--- src/design/air_proto_pkg.sv ---
// Air-interface definitions for the tag backscatter transmitter
// Reply kinds, protocol word types, error codes and CRC-16 constants

package air_proto_pkg;

    // ****************************************
    // Reply kinds handled by the transmitter
    // ****************************************
    typedef enum logic [1:0]
    {
        reply_rn16   = 2'd0,
        reply_handle = 2'd1,
        reply_error  = 2'd2
    } reply_kind_e;

    // Protocol word for RN16, handle and CRC
    typedef logic [15:0] word_t;

    // Error code carried by the error reply
    typedef logic [7:0] err_code_t;

    // Named error codes
    localparam err_code_t ERR_OTHER       = 8'h00;
    localparam err_code_t ERR_OVERRUN     = 8'h03;
    localparam err_code_t ERR_LOCKED      = 8'h04;
    localparam err_code_t ERR_INSUF_POWER = 8'h0B;

    // ****************************************
    // CRC-16 as used on the reply link
    // ****************************************
    // Register preset before the first body bit
    localparam word_t CRC_PRESET = 16'hFFFF;

    // x^16 + x^12 + x^5 + 1
    localparam word_t CRC_POLY = 16'h1021;

    // Body lengths in bits without CRC and dummy bit
    localparam int BODY_BITS_RN16   = 16;
    localparam int BODY_BITS_HANDLE = 16;

    // Header bit, error code, then handle
    localparam int BODY_BITS_ERROR  = 25;

endpackage

--- src/design/line_code_pkg.sv ---
// Line-code definitions for the FM0 backscatter path
// Symbol kinds, preamble pattern and framer phases

package line_code_pkg;

    // ****************************************
    // Symbol stream between framer and encoder
    // ****************************************
    // A violation symbol keeps the line level for both halves
    typedef enum logic
    {
        sym_data      = 1'b0,
        sym_violation = 1'b1
    } sym_kind_e;

    // Framer phases, walked in this order
    typedef enum logic [2:0]
    {
        ph_idle     = 3'd0,
        ph_pilot    = 3'd1,
        ph_preamble = 3'd2,
        ph_body     = 3'd3,
        ph_crc      = 3'd4,
        ph_dummy    = 3'd5
    } frame_phase_e;

    // ****************************************
    // FM0 preamble 1,0,1,0,v,1
    // ****************************************
    // Index 0 is sent first; the bit under the violation is not encoded
    localparam logic [0:5] PREAMBLE_BITS = 6'b101001;

    // Position of the violation symbol
    localparam int PREAMBLE_VIOL = 4;

endpackage

--- src/design/reply_latch.sv ---
// Reply request latch
// Accepts a start while idle, holds the reply fields for the whole
// frame and keeps busy up until the encoder reports the frame end

module reply_latch
(
    input  logic                     data_pulse,
    input  logic                     enc_rst,
    input  logic                     start,
    input  air_proto_pkg::reply_kind_e reply_kind,
    input  logic                     trext,
    input  air_proto_pkg::word_t     rn16,
    input  air_proto_pkg::word_t     handle,
    input  air_proto_pkg::err_code_t err_code,
    input  logic                     frame_end,
    output logic                     frame_go,
    output logic                     busy,
    output air_proto_pkg::reply_kind_e kind_q,
    output logic                     trext_q,
    output air_proto_pkg::word_t     rn16_q,
    output air_proto_pkg::word_t     handle_q,
    output air_proto_pkg::err_code_t err_code_q
);

    logic take_q;
    logic busy_q;
    logic accept;

    // Busy drops together with the frame end pulse
    assign busy = busy_q & ~frame_end;

    // A pending take also blocks a second start
    assign accept = start & ~busy & ~take_q;

    always_ff @(posedge data_pulse or negedge enc_rst)
    begin
        if (!enc_rst)
        begin
            take_q   <= 1'b0;
            frame_go <= 1'b0;
            busy_q   <= 1'b0;
        end
        else
        begin
            take_q   <= accept;
            frame_go <= take_q;
            if (take_q)
                busy_q <= 1'b1;
            else if (frame_end)
                busy_q <= 1'b0;
        end
    end

    // Request fields held until the next accepted start
    always_ff @(posedge data_pulse)
    begin
        if (accept)
        begin
            kind_q     <= reply_kind;
            trext_q    <= trext;
            rn16_q     <= rn16;
            handle_q   <= handle;
            err_code_q <= err_code;
        end
    end

endmodule

--- src/design/reply_framer.sv ---
// Reply framer
// Walks pilot, preamble, body, CRC and dummy bit, one symbol every
// two cycles, and runs the CRC generator alongside the body

module reply_framer
#(
    parameter int pilot_zeros = 12
)
(
    input  logic                       data_pulse,
    input  logic                       enc_rst,
    input  logic                       frame_go,
    input  air_proto_pkg::reply_kind_e kind_q,
    input  logic                       trext_q,
    input  air_proto_pkg::word_t       rn16_q,
    input  air_proto_pkg::word_t       handle_q,
    input  air_proto_pkg::err_code_t   err_code_q,
    input  logic                       crc_bit,
    output logic                       crc_clear,
    output logic                       crc_feed,
    output logic                       crc_feed_bit,
    output logic                       crc_emit,
    output logic                       sym_strobe,
    output logic                       sym_bit,
    output line_code_pkg::sym_kind_e   sym_kind,
    output logic                       frame_last
);

    import air_proto_pkg::*;
    import line_code_pkg::*;

    localparam int         BODY_MSB     = BODY_BITS_ERROR - 1;
    localparam logic [4:0] PILOT_LAST   = 5'(pilot_zeros - 1);
    localparam logic [4:0] PRE_LAST     = 5'($bits(PREAMBLE_BITS) - 1);
    localparam logic [4:0] CRC_LAST     = 5'($bits(word_t) - 1);

    frame_phase_e           phase;
    frame_phase_e           eff_phase;
    frame_phase_e           nxt_phase;
    logic [4:0]             idx;
    logic [4:0]             nxt_idx;
    logic [4:0]             body_last;
    logic                   half;
    logic                   fire;
    logic                   cur_bit;
    sym_kind_e              cur_kind;
    logic [BODY_MSB:0]      body_sr;

    // In idle the first symbol comes from the pilot or the preamble
    always_comb
    begin
        if (phase == ph_idle)
            eff_phase = trext_q ? ph_pilot : ph_preamble;
        else
            eff_phase = phase;
    end

    // One symbol per two cycles with the first on frame_go
    assign fire = (phase == ph_idle) ? frame_go : half;

    always_comb
    begin
        case (kind_q)
            reply_error:  body_last = 5'(BODY_BITS_ERROR - 1);
            reply_handle: body_last = 5'(BODY_BITS_HANDLE - 1);
            default:      body_last = 5'(BODY_BITS_RN16 - 1);
        endcase
    end

    // ****************************************
    // Current symbol and next position
    // ****************************************
    always_comb
    begin
        cur_bit   = 1'b0;
        cur_kind  = sym_data;
        nxt_phase = eff_phase;
        nxt_idx   = idx + 5'd1;
        case (eff_phase)
            ph_pilot:
            begin
                if (idx == PILOT_LAST)
                begin
                    nxt_phase = ph_preamble;
                    nxt_idx   = 5'd0;
                end
            end
            ph_preamble:
            begin
                cur_bit = PREAMBLE_BITS[idx[2:0]];
                if (idx == 5'(PREAMBLE_VIOL))
                    cur_kind = sym_violation;
                if (idx == PRE_LAST)
                begin
                    nxt_phase = ph_body;
                    nxt_idx   = 5'd0;
                end
            end
            ph_body:
            begin
                cur_bit = body_sr[BODY_MSB];
                if (idx == body_last)
                begin
                    nxt_phase = ph_crc;
                    nxt_idx   = 5'd0;
                end
            end
            ph_crc:
            begin
                // Complemented CRC sent MSB first
                cur_bit = crc_bit;
                if (idx == CRC_LAST)
                begin
                    nxt_phase = ph_dummy;
                    nxt_idx   = 5'd0;
                end
            end
            ph_dummy:
            begin
                cur_bit   = 1'b1;
                nxt_phase = ph_idle;
                nxt_idx   = 5'd0;
            end
            default:
            begin
                nxt_phase = ph_idle;
                nxt_idx   = 5'd0;
            end
        endcase
    end

    // CRC control follows the symbol being sent
    assign crc_clear    = (phase == ph_idle) && frame_go;
    assign crc_feed     = fire && (eff_phase == ph_body);
    assign crc_feed_bit = body_sr[BODY_MSB];
    assign crc_emit     = fire && (eff_phase == ph_crc);

    always_ff @(posedge data_pulse or negedge enc_rst)
    begin
        if (!enc_rst)
        begin
            phase      <= ph_idle;
            idx        <= 5'd0;
            half       <= 1'b0;
            sym_strobe <= 1'b0;
            frame_last <= 1'b0;
        end
        else
        begin
            sym_strobe <= fire;
            frame_last <= fire && (eff_phase == ph_dummy);
            if (fire)
            begin
                phase <= nxt_phase;
                idx   <= nxt_idx;
                half  <= 1'b0;
            end
            else if (phase != ph_idle)
                half <= 1'b1;
        end
    end

    always_ff @(posedge data_pulse)
    begin
        if (fire)
        begin
            sym_bit  <= cur_bit;
            sym_kind <= cur_kind;
        end
    end

    // Body register loaded by kind and shifted MSB first
    always_ff @(posedge data_pulse)
    begin
        if (crc_clear)
        begin
            case (kind_q)
                reply_error:
                    body_sr <= {1'b1, err_code_q, handle_q};
                reply_handle:
                    body_sr <= {handle_q, {(BODY_BITS_ERROR - BODY_BITS_HANDLE){1'b0}}};
                default:
                    body_sr <= {rn16_q, {(BODY_BITS_ERROR - BODY_BITS_RN16){1'b0}}};
            endcase
        end
        else if (crc_feed)
            body_sr <= {body_sr[BODY_MSB-1:0], 1'b0};
    end

endmodule

--- src/design/crc16_gen.sv ---
// CRC-16 generator
// Accumulates the body one bit at a time and then shifts out the
// ones' complement of the result, MSB first

module crc16_gen
(
    input  logic data_pulse,
    input  logic enc_rst,
    input  logic crc_clear,
    input  logic crc_feed,
    input  logic crc_feed_bit,
    input  logic crc_emit,
    output logic crc_bit
);

    import air_proto_pkg::*;

    word_t crc_reg;
    logic  fb;

    // Feedback of the serial divider
    assign fb = crc_feed_bit ^ crc_reg[15];

    // Sent bits are the inverted register
    assign crc_bit = ~crc_reg[15];

    always_ff @(posedge data_pulse or negedge enc_rst)
    begin
        if (!enc_rst)
            crc_reg <= CRC_PRESET;
        else if (crc_clear)
            crc_reg <= CRC_PRESET;
        else if (crc_feed)
        begin
            if (fb)
                crc_reg <= {crc_reg[14:0], 1'b0} ^ CRC_POLY;
            else
                crc_reg <= {crc_reg[14:0], 1'b0};
        end
        else if (crc_emit)
            crc_reg <= {crc_reg[14:0], 1'b0};
    end

endmodule

--- src/design/fm0_encoder.sv ---
// FM0 encoder
// Turns each symbol into two half-symbols on dout, inserts the
// violation where asked and reports the end of the frame

module fm0_encoder
(
    input  logic                     data_pulse,
    input  logic                     enc_rst,
    input  logic                     sym_strobe,
    input  logic                     sym_bit,
    input  line_code_pkg::sym_kind_e sym_kind,
    input  logic                     frame_last,
    output logic                     dout,
    output logic                     frame_end
);

    import line_code_pkg::*;

    logic      half2;
    logic      last_q;
    logic      end_due;
    logic      bit_q;
    sym_kind_e cur_kind;
    logic      first_half;
    logic      second_half;

    // ****************************************
    // FM0 rule on the current line level
    // ****************************************
    // Data symbols invert at the boundary, violations do not
    assign first_half = (sym_kind == sym_data) ? ~dout : dout;

    // Zero inverts again mid-symbol
    assign second_half = (cur_kind == sym_data && !bit_q) ? ~dout : dout;

    always_ff @(posedge data_pulse or negedge enc_rst)
    begin
        if (!enc_rst)
        begin
            dout      <= 1'b0;
            half2     <= 1'b0;
            last_q    <= 1'b0;
            end_due   <= 1'b0;
            frame_end <= 1'b0;
        end
        else
        begin
            half2     <= sym_strobe;
            end_due   <= half2 & last_q;
            frame_end <= end_due;
            if (sym_strobe)
            begin
                dout   <= first_half;
                last_q <= frame_last;
            end
            else if (half2)
                dout <= second_half;
            else if (end_due)
                // Line back to idle level
                dout <= 1'b0;
        end
    end

    // Symbol held for its second half
    always_ff @(posedge data_pulse)
    begin
        if (sym_strobe)
        begin
            bit_q    <= sym_bit;
            cur_kind <= sym_kind;
        end
    end

endmodule

--- src/design/backscatter_tx.sv ---
// Backscatter transmitter top level
// Request latch, reply framer, CRC-16 generator and FM0 encoder

module backscatter_tx
#(
    parameter int pilot_zeros = 12
)
(
    input  logic                       data_pulse,
    input  logic                       enc_rst,
    input  logic                       start,
    input  air_proto_pkg::reply_kind_e reply_kind,
    input  logic                       trext,
    input  air_proto_pkg::word_t       rn16,
    input  air_proto_pkg::word_t       handle,
    input  air_proto_pkg::err_code_t   err_code,
    output logic                       dout,
    output logic                       busy,
    output logic                       done
);

    import air_proto_pkg::*;
    import line_code_pkg::*;

    // Latched request
    logic        frame_go;
    reply_kind_e kind_q;
    logic        trext_q;
    word_t       rn16_q;
    word_t       handle_q;
    err_code_t   err_code_q;

    // CRC control
    logic        crc_clear;
    logic        crc_feed;
    logic        crc_feed_bit;
    logic        crc_emit;
    logic        crc_bit;

    // Symbol stream
    logic        sym_strobe;
    logic        sym_bit;
    sym_kind_e   sym_kind;
    logic        frame_last;
    logic        frame_end;

    assign done = frame_end;

    reply_latch u_latch
    (
        .data_pulse (data_pulse),
        .enc_rst    (enc_rst),
        .start      (start),
        .reply_kind (reply_kind),
        .trext      (trext),
        .rn16       (rn16),
        .handle     (handle),
        .err_code   (err_code),
        .frame_end  (frame_end),
        .frame_go   (frame_go),
        .busy       (busy),
        .kind_q     (kind_q),
        .trext_q    (trext_q),
        .rn16_q     (rn16_q),
        .handle_q   (handle_q),
        .err_code_q (err_code_q)
    );

    reply_framer #(.pilot_zeros(pilot_zeros)) u_framer
    (
        .data_pulse   (data_pulse),
        .enc_rst      (enc_rst),
        .frame_go     (frame_go),
        .kind_q       (kind_q),
        .trext_q      (trext_q),
        .rn16_q       (rn16_q),
        .handle_q     (handle_q),
        .err_code_q   (err_code_q),
        .crc_bit      (crc_bit),
        .crc_clear    (crc_clear),
        .crc_feed     (crc_feed),
        .crc_feed_bit (crc_feed_bit),
        .crc_emit     (crc_emit),
        .sym_strobe   (sym_strobe),
        .sym_bit      (sym_bit),
        .sym_kind     (sym_kind),
        .frame_last   (frame_last)
    );

    crc16_gen u_crc
    (
        .data_pulse   (data_pulse),
        .enc_rst      (enc_rst),
        .crc_clear    (crc_clear),
        .crc_feed     (crc_feed),
        .crc_feed_bit (crc_feed_bit),
        .crc_emit     (crc_emit),
        .crc_bit      (crc_bit)
    );

    fm0_encoder u_fm0
    (
        .data_pulse (data_pulse),
        .enc_rst    (enc_rst),
        .sym_strobe (sym_strobe),
        .sym_bit    (sym_bit),
        .sym_kind   (sym_kind),
        .frame_last (frame_last),
        .dout       (dout),
        .frame_end  (frame_end)
    );

endmodule

--- config.mk ---
export PLATFORM = sky130hd
export DESIGN_NAME = backscatter_tx
export DESIGN_NICKNAME = d
export VERILOG_FILES = /design/src/design/air_proto_pkg.sv /design/src/design/line_code_pkg.sv /design/src/design/reply_latch.sv /design/src/design/reply_framer.sv /design/src/design/crc16_gen.sv /design/src/design/fm0_encoder.sv /design/src/design/backscatter_tx.sv
export SDC_FILE = /design/constraint.sdc
export NUM_CORES = 1
export LEC_CHECK = 0
export BUFFER_PORTS_ARGS = -buffer_cell sky130_fd_sc_hd__buf_4
export CAP_MARGIN = 20
export CELL_PAD_IN_SITES_DETAIL_PLACEMENT = 0
export CELL_PAD_IN_SITES_GLOBAL_PLACEMENT = 1
export CORE_AREA = 2 2 127 129
export CTS_CLUSTER_DIAMETER = 80
export DETAILED_ROUTE_END_ITERATION = 12
export DIE_AREA = 0 0 129 131
export GPL_ROUTABILITY_DRIVEN = 0
export PLACE_DENSITY_LB_ADDON = 0.1
export SETUP_SLACK_MARGIN = 0.1
export SLEW_MARGIN = 40
export SYNTH_ARGS = -nofsm -noshare
export SYNTH_HDL_FRONTEND = slang
export SYNTH_SLANG_ARGS = --single-unit
--- constraint.sdc ---
create_clock -name data_pulse -period 4.27 [get_ports data_pulse]
set_clock_uncertainty 0.05 [all_clocks]
set_input_delay 0.427 -clock data_pulse [delete_from_list [all_inputs] [get_ports data_pulse]]
set_output_delay 0.427 -clock data_pulse [all_outputs]
set_load 0.03 [all_outputs]
# Word level (Yosys, flattened, before mapping)
# Memory sizes are Yosys's and may differ from the RTL's.
# Cells that the tools add are included.
# totals
ff_bits	107
latchBits	0
ramBits	0
romBits	8
inputBits	46
out_inout_bits	3
word_cells	102
n_memories	1
# mem_list
name	words	width	read_ports	rd_ports_with_merged_regs	wr	line_no	source
(name not given)	8	1	1	0	0	reply_framer.sv:90	cur_bit = PREAMBLE_BITS[idx[2:0]];
# op_classes
n_addsub	1
multipliers	0
n_div	0
order_cmp	1
n_eq_ne	14
n_shift	0
n_mux	34
bitwise_logic	13
n_reduce_logical	14
# ops
cell	n
$mux 25	2
$pmux 25 s2	1
$mux 16	3
$mux 5	5
$pmux 5 s4	1
$mux 3	5
$mux 1	13
$mux 13	1
$pmux 3 s4	1
$eq 5x3->1 const B	2
$eq 5x4->1 const B	2
$reduce_bool 3->1	3
$eq 3x2->1 const B	2
$eq 3x3->1 const B	2
$not 1->1	6
$reduce_bool 2->1	3
$add 5x1->5 const B	1
$eq 5x5->1	1
$logic_and 1x1->1	5
$and 1x1->1	4
$ge 4x4->1 const B	1
$not 3->4	1
$pmux 1 s4	1
$eq 3x1->1 const B	1
10 further kinds	10

# Depth between registers and ports, before layout
# logic_depth
word_depth	7
mapped_depth	8
ltp_nobuf	7

# Cells and area by module
# Synthesis repeated with hierarchy kept, for this count alone.
# unflattened
hier_cells	403
area_unflattened_um2	4784.6
# modules_own_cells
mod	instances	cells_each	area_each_um2	seq_area_each_um2
reply_framer	1	261	2313.5	1086.0
reply_latch	1	49	1398.8	1366.3
crc16_gen	1	77	822.0	420.4
fm0_encoder	1	16	250.2	185.2

# Worst setup path after synthesis
# Ideal clock, no wire load.
# synth_timing
path_kind	register -> register
from	reg u_fm0.frame_end
to	reg u_latch.err_code_q[0] (enable)
setup_ns	0.445
arrival_time_ns	2.881
path_slack_ns	0.895
stages_incl_launch_ff	4
n_path_buf	0
period_less_slack_ns	3.375
cell_sequence	dfrtp_1 > nor2b_1 > or2_2 > nor2_1
# synth_via
elab_chain_len	5
# synth_rtl
element	line_no	source
from (decl)	fm0_encoder.sv:14	output logic frame_end
from (signal assigned)	fm0_encoder.sv:50	frame_end <= end_due;
$not 1->1	reply_latch.sv:30	assign busy = busy_q & ~frame_end;
$and 1x1->1	reply_latch.sv:30	
via busy	backscatter_tx.sv:18	output logic busy,
$not 1->1	reply_latch.sv:33	assign accept = start & ~busy & ~take_q;
$and 1x1->1 (2 in a row)	reply_latch.sv:33	
via u_latch.accept	reply_latch.sv:27	logic accept;
to (signal assigned)	reply_latch.sv:63	err_code_q <= err_code;
to (decl)	reply_latch.sv:22	output air_proto_pkg::err_code_t err_code_q
# The timed path passes the listed nets, and every way through them passes these cells.
# A chain may end at the register's enable or synchronous reset.

# Worst setup path after layout
# layout_timing
from	reg u_latch.kind_q[0]
to	reg u_framer.idx[2]
# layout_via
elab_chain_len	5
# layout_rtl
element	line_no	source
from (decl)	reply_latch.sv:18	output air_proto_pkg::reply_kind_e kind_q,
from (signal assigned)	reply_latch.sv:59	kind_q <= reply_kind;
$eq 2x2->1	reply_framer.sv:63	case (kind_q)
$mux 5	reply_framer.sv:63	
$eq 5x5->1	reply_framer.sv:102	if (idx == body_last)
$mux 5	reply_framer.sv:102	
$pmux 5 s4	reply_framer.sv:79	case (eff_phase)
to (signal assigned)	reply_framer.sv:155	idx <= nxt_idx;
to (decl)	reply_framer.sv:40	logic [4:0] idx;
# Every way passes these cells.

==> results.md <==
* Status: completed
* Prevailing post-synth register cell: edfxtp_1
* Final period util at 0.5461
* Worst Path Buf+Inv at 2
* Drt first pass iters at 4
* Max-Cap Viols at 0
* Setup ws final at 1938 ps
* Starting DRT DRC Count at 185
* CP cell instances: inv_1, ha_2, buf_4, nor3b_1, a32o_1, o211a_2, a21oi_1, a221o_1
* Max Fclk at 0.4289 GHz
* Slowest stage cell, crit path: edfxtp_1
* IO buf count at 48
* Initial antenna violation count at 0
* Drt wl/cell at 15.25 µm
* Core ar. at 0.01560 mm²
* CTS Buffer Depth at 2
* Worst hold path type: primary input to flop
* Vias per inst at 4.595
* Pwr per Cell Area at 521.2 mW/mm²
* Die width at 129 µm
* Sequential area share after synthesis at 0.6649
* Placement Setup Slack at 1968 ps
* Cts repair resizes at 0
* IR Drop Worst-Case VDD at 0.1882 mV
* Reg clk slew, reported paths at 70 ps
* Setup violators final at 0
* RSZ-0062 raised after global routing: no
* Detail Placement HPWL at 6.618 mm
* Remaining DRCs at 0
* Critical Path Fanout Max at 27
* Die Area at 0.01690 mm²
* Fillers at 1,538
* TritonCTS Buffers at 9
* Share of layout cells above drive strength 1 at 0.2266
* First-pass GRT wire length at 15.68 mm
* LEAKAGE at 2.067 nW
* WP data arrival at 2510 ps
* WL final at 9.822 mm
* Area Overhead vs Synth at 19.26%
* Yosys top cell by area: edfxtp_1
* Std-Cell Rows at 46
* Antenna Nets Post-Route at 0
* Starting density of the core at 0.2949
* Flops & latches, synth at 107
* Worst path top cell family by delay: compound AO/OA/AOI/OAI gates
* Fin. Hold Viols at 0
* Top cell type's share of synthesized area at 0.4701
* Vias in the first global route at 2,927
* CP Launch Type: flop
* Critical path's largest stage delay at 390 ps
* Setup TNS at 0 ps
* Ys async rst share at 0.3271
* Root Buffer: clkbuf_16
* GRT Resource Usage Total at 0.1237
* Max reg flops at 25
* Top reg by flops: u_framer.body_sr
* Syn Inst Count at 381
* Slew @ Worst Pin at 683.7 ps
* Vias post-DR at 2,959
* Area contributors post-synth: edfxtp_1 (47%), dfrtp_1 (10%), dfstp_2 (9.1%)
* Worst slew margin at 0.5425
* Slew Viols, Final at 0
* Total grt overflow at 0
* Synthesis Warnings at 0
* Syn Nets at 434
* Largest net degree at the start of global routing at 45
* Die Ht at 131 µm
* IO Count at 49
* Critical path class: flop to flop
* CTS tree: yes
* Htree depth at 3
* CTS Sinks at 107
* CP endpoint kind: flop
* Clk_lat worst skew at 350 ps
* Syn Std Cell Area at 0.004599 mm²
* Mean area per synthesized cell at 12.07 µm²
* ANT cells at 0
* WP data required at 4450 ps
* Unique masters post-synth at 54
* Final nets at 476
* Crit path time final at 2332 ps
* Number of synthesized flops with an enable pin at 72
power by group:
part | switching, mW | leakage [nW] | internal, mW
Clock | 0.374 | 0.149 | 0.446
Sequential | 0.153 | 1.07 | 1.35
Combinational | 0.299 | 0.849 | 0.238
Total | 0.827 | 2.07 | 2.03
final cells by class:
class / instances / area (µm²) / area share
inverter: 13 / 48.80 / 0.008896
sequential: 107 / 3058 / 0.5575
clock buffer: 12 / 267.8 / 0.04881
clock inverter: 4 / 23.77 / 0.004334
tap: 216 / 270.3 / 0.04927
multi-input combinational: 238 / 1409 / 0.2568
timing repair buffer: 54 / 407.9 / 0.07436
placed cells by master (no fill, tap or decap), drive strengths merged, types with 2 or more instances in the layout:
cell type and n:
mux2 2, clkbuf 12, edfxtp 72, nand2 42, mux2i 2, and4bb 2, nor2b 5, inv 15
dfstp 16, nand3 10, nor3b 2, o21ai 24, and3 3, dfrtp 19, a221oi 2, nor2 50
a21oi 33, clkinv 2, nor3 4, ha 7, or3 4, xor2 5, buf 53, a22oi 16
and2 2
stage by stage:
stage	power, mW	area, µm²	hold slack, ps	utilization	cells
CTS	2.900	5485	176.6	0.3517	644
finish	2.859	5485	196.6	0.3517	644
floorplan	1.892	4599	81.41	-	381
global placement	2.063	5174	317.2	0.3317	627
detailed placement	2.066	5184	322.1	0.3323	627
global route	3.026	5485	174.7	0.3517	644
per-layer routing:
metal  part of all wire  vias up  wire length [µm]  global-route usage
li1                   -     1450                 -                   -
met1               0.48     1444              4755              0.1692
met2               0.46       57              4532              0.1880
met3              0.039        8               387             0.03135
met4              0.015        0               146             0.05179
met5                  0        -                 0                   0
cells in the mapped netlist, types with 2 or more instances:
| master | number |
|---|---|
| a21oi_1 | 32 |
| a221oi_1 | 2 |
| a22oi_1 | 16 |
| and2_1 | 2 |
| and3_1 | 3 |
| buf_2 | 5 |
| buf_4 | 2 |
| clkbuf_1 | 15 |
| dfrtp_1 | 19 |
| dfstp_2 | 16 |
| edfxtp_1 | 72 |
| ha_1 | 7 |
| inv_1 | 12 |
| mux2_2 | 2 |
| mux2i_1 | 2 |
| nand2_1 | 41 |
| nand3_1 | 10 |
| nor2_1 | 50 |
| nor2b_1 | 5 |
| nor3_1 | 4 |
| nor3b_1 | 2 |
| o21ai_0 | 19 |
| o21ai_1 | 5 |
| or3_1 | 4 |
| xor2_1 | 5 |
what timing repair did:
| item | 4_1_cts | 5_1_grt |
|---|---|---|
| endpoints found under the hold margin | 9 | 0 |
| hold buffers | 1 | 0 |
| setup buffers | 0 | 0 |
worst reg2reg max path, delay by kind of cell (launching register included):
kind | cells | cell delay (ps)
fa+ha+maj | 1 | 150
simple gates | 1 | 320
flops | 1 | 390
compound gates | 4 | 950
buf+inv | 2 | 350
cell families after synthesis:
group / share of synthesized area
AO/OA/AOI/OAI: 0.1262
AND/OR/NAND/NOR: 0.1352
flip-flops: 0.6649
multiplexers: 0.009249
XOR/XNOR: 0.01143
buffers and inverters: 0.03400
adder cells (fa/ha/maj): 0.01904
worst paths after layout:
check                                            start                       endpoint  slack [ps]  cells after the start
max                        u_latch.kind_q[0]$_DFFE_PP_    u_framer.idx[2]$_DFFE_PN0N_        1940                      8
min                                           rn16[11]   u_latch.rn16_q[11]$_DFFE_PP_         200                      1
max reg2reg                u_latch.kind_q[0]$_DFFE_PP_    u_framer.idx[2]$_DFFE_PN0N_        1940                      8
min reg2reg                    u_fm0.end_due$_DFF_PN0_      u_fm0.frame_end$_DFF_PN0_         330                      0
max in group asynchronous                      enc_rst  u_crc.crc_reg[10]$_DFFE_PN1P_        3300                      2
min in group asynchronous                      enc_rst         u_fm0.dout$_DFFE_PN0P_         520                      2
Note: power is estimated with default switching activity, not from simulation.
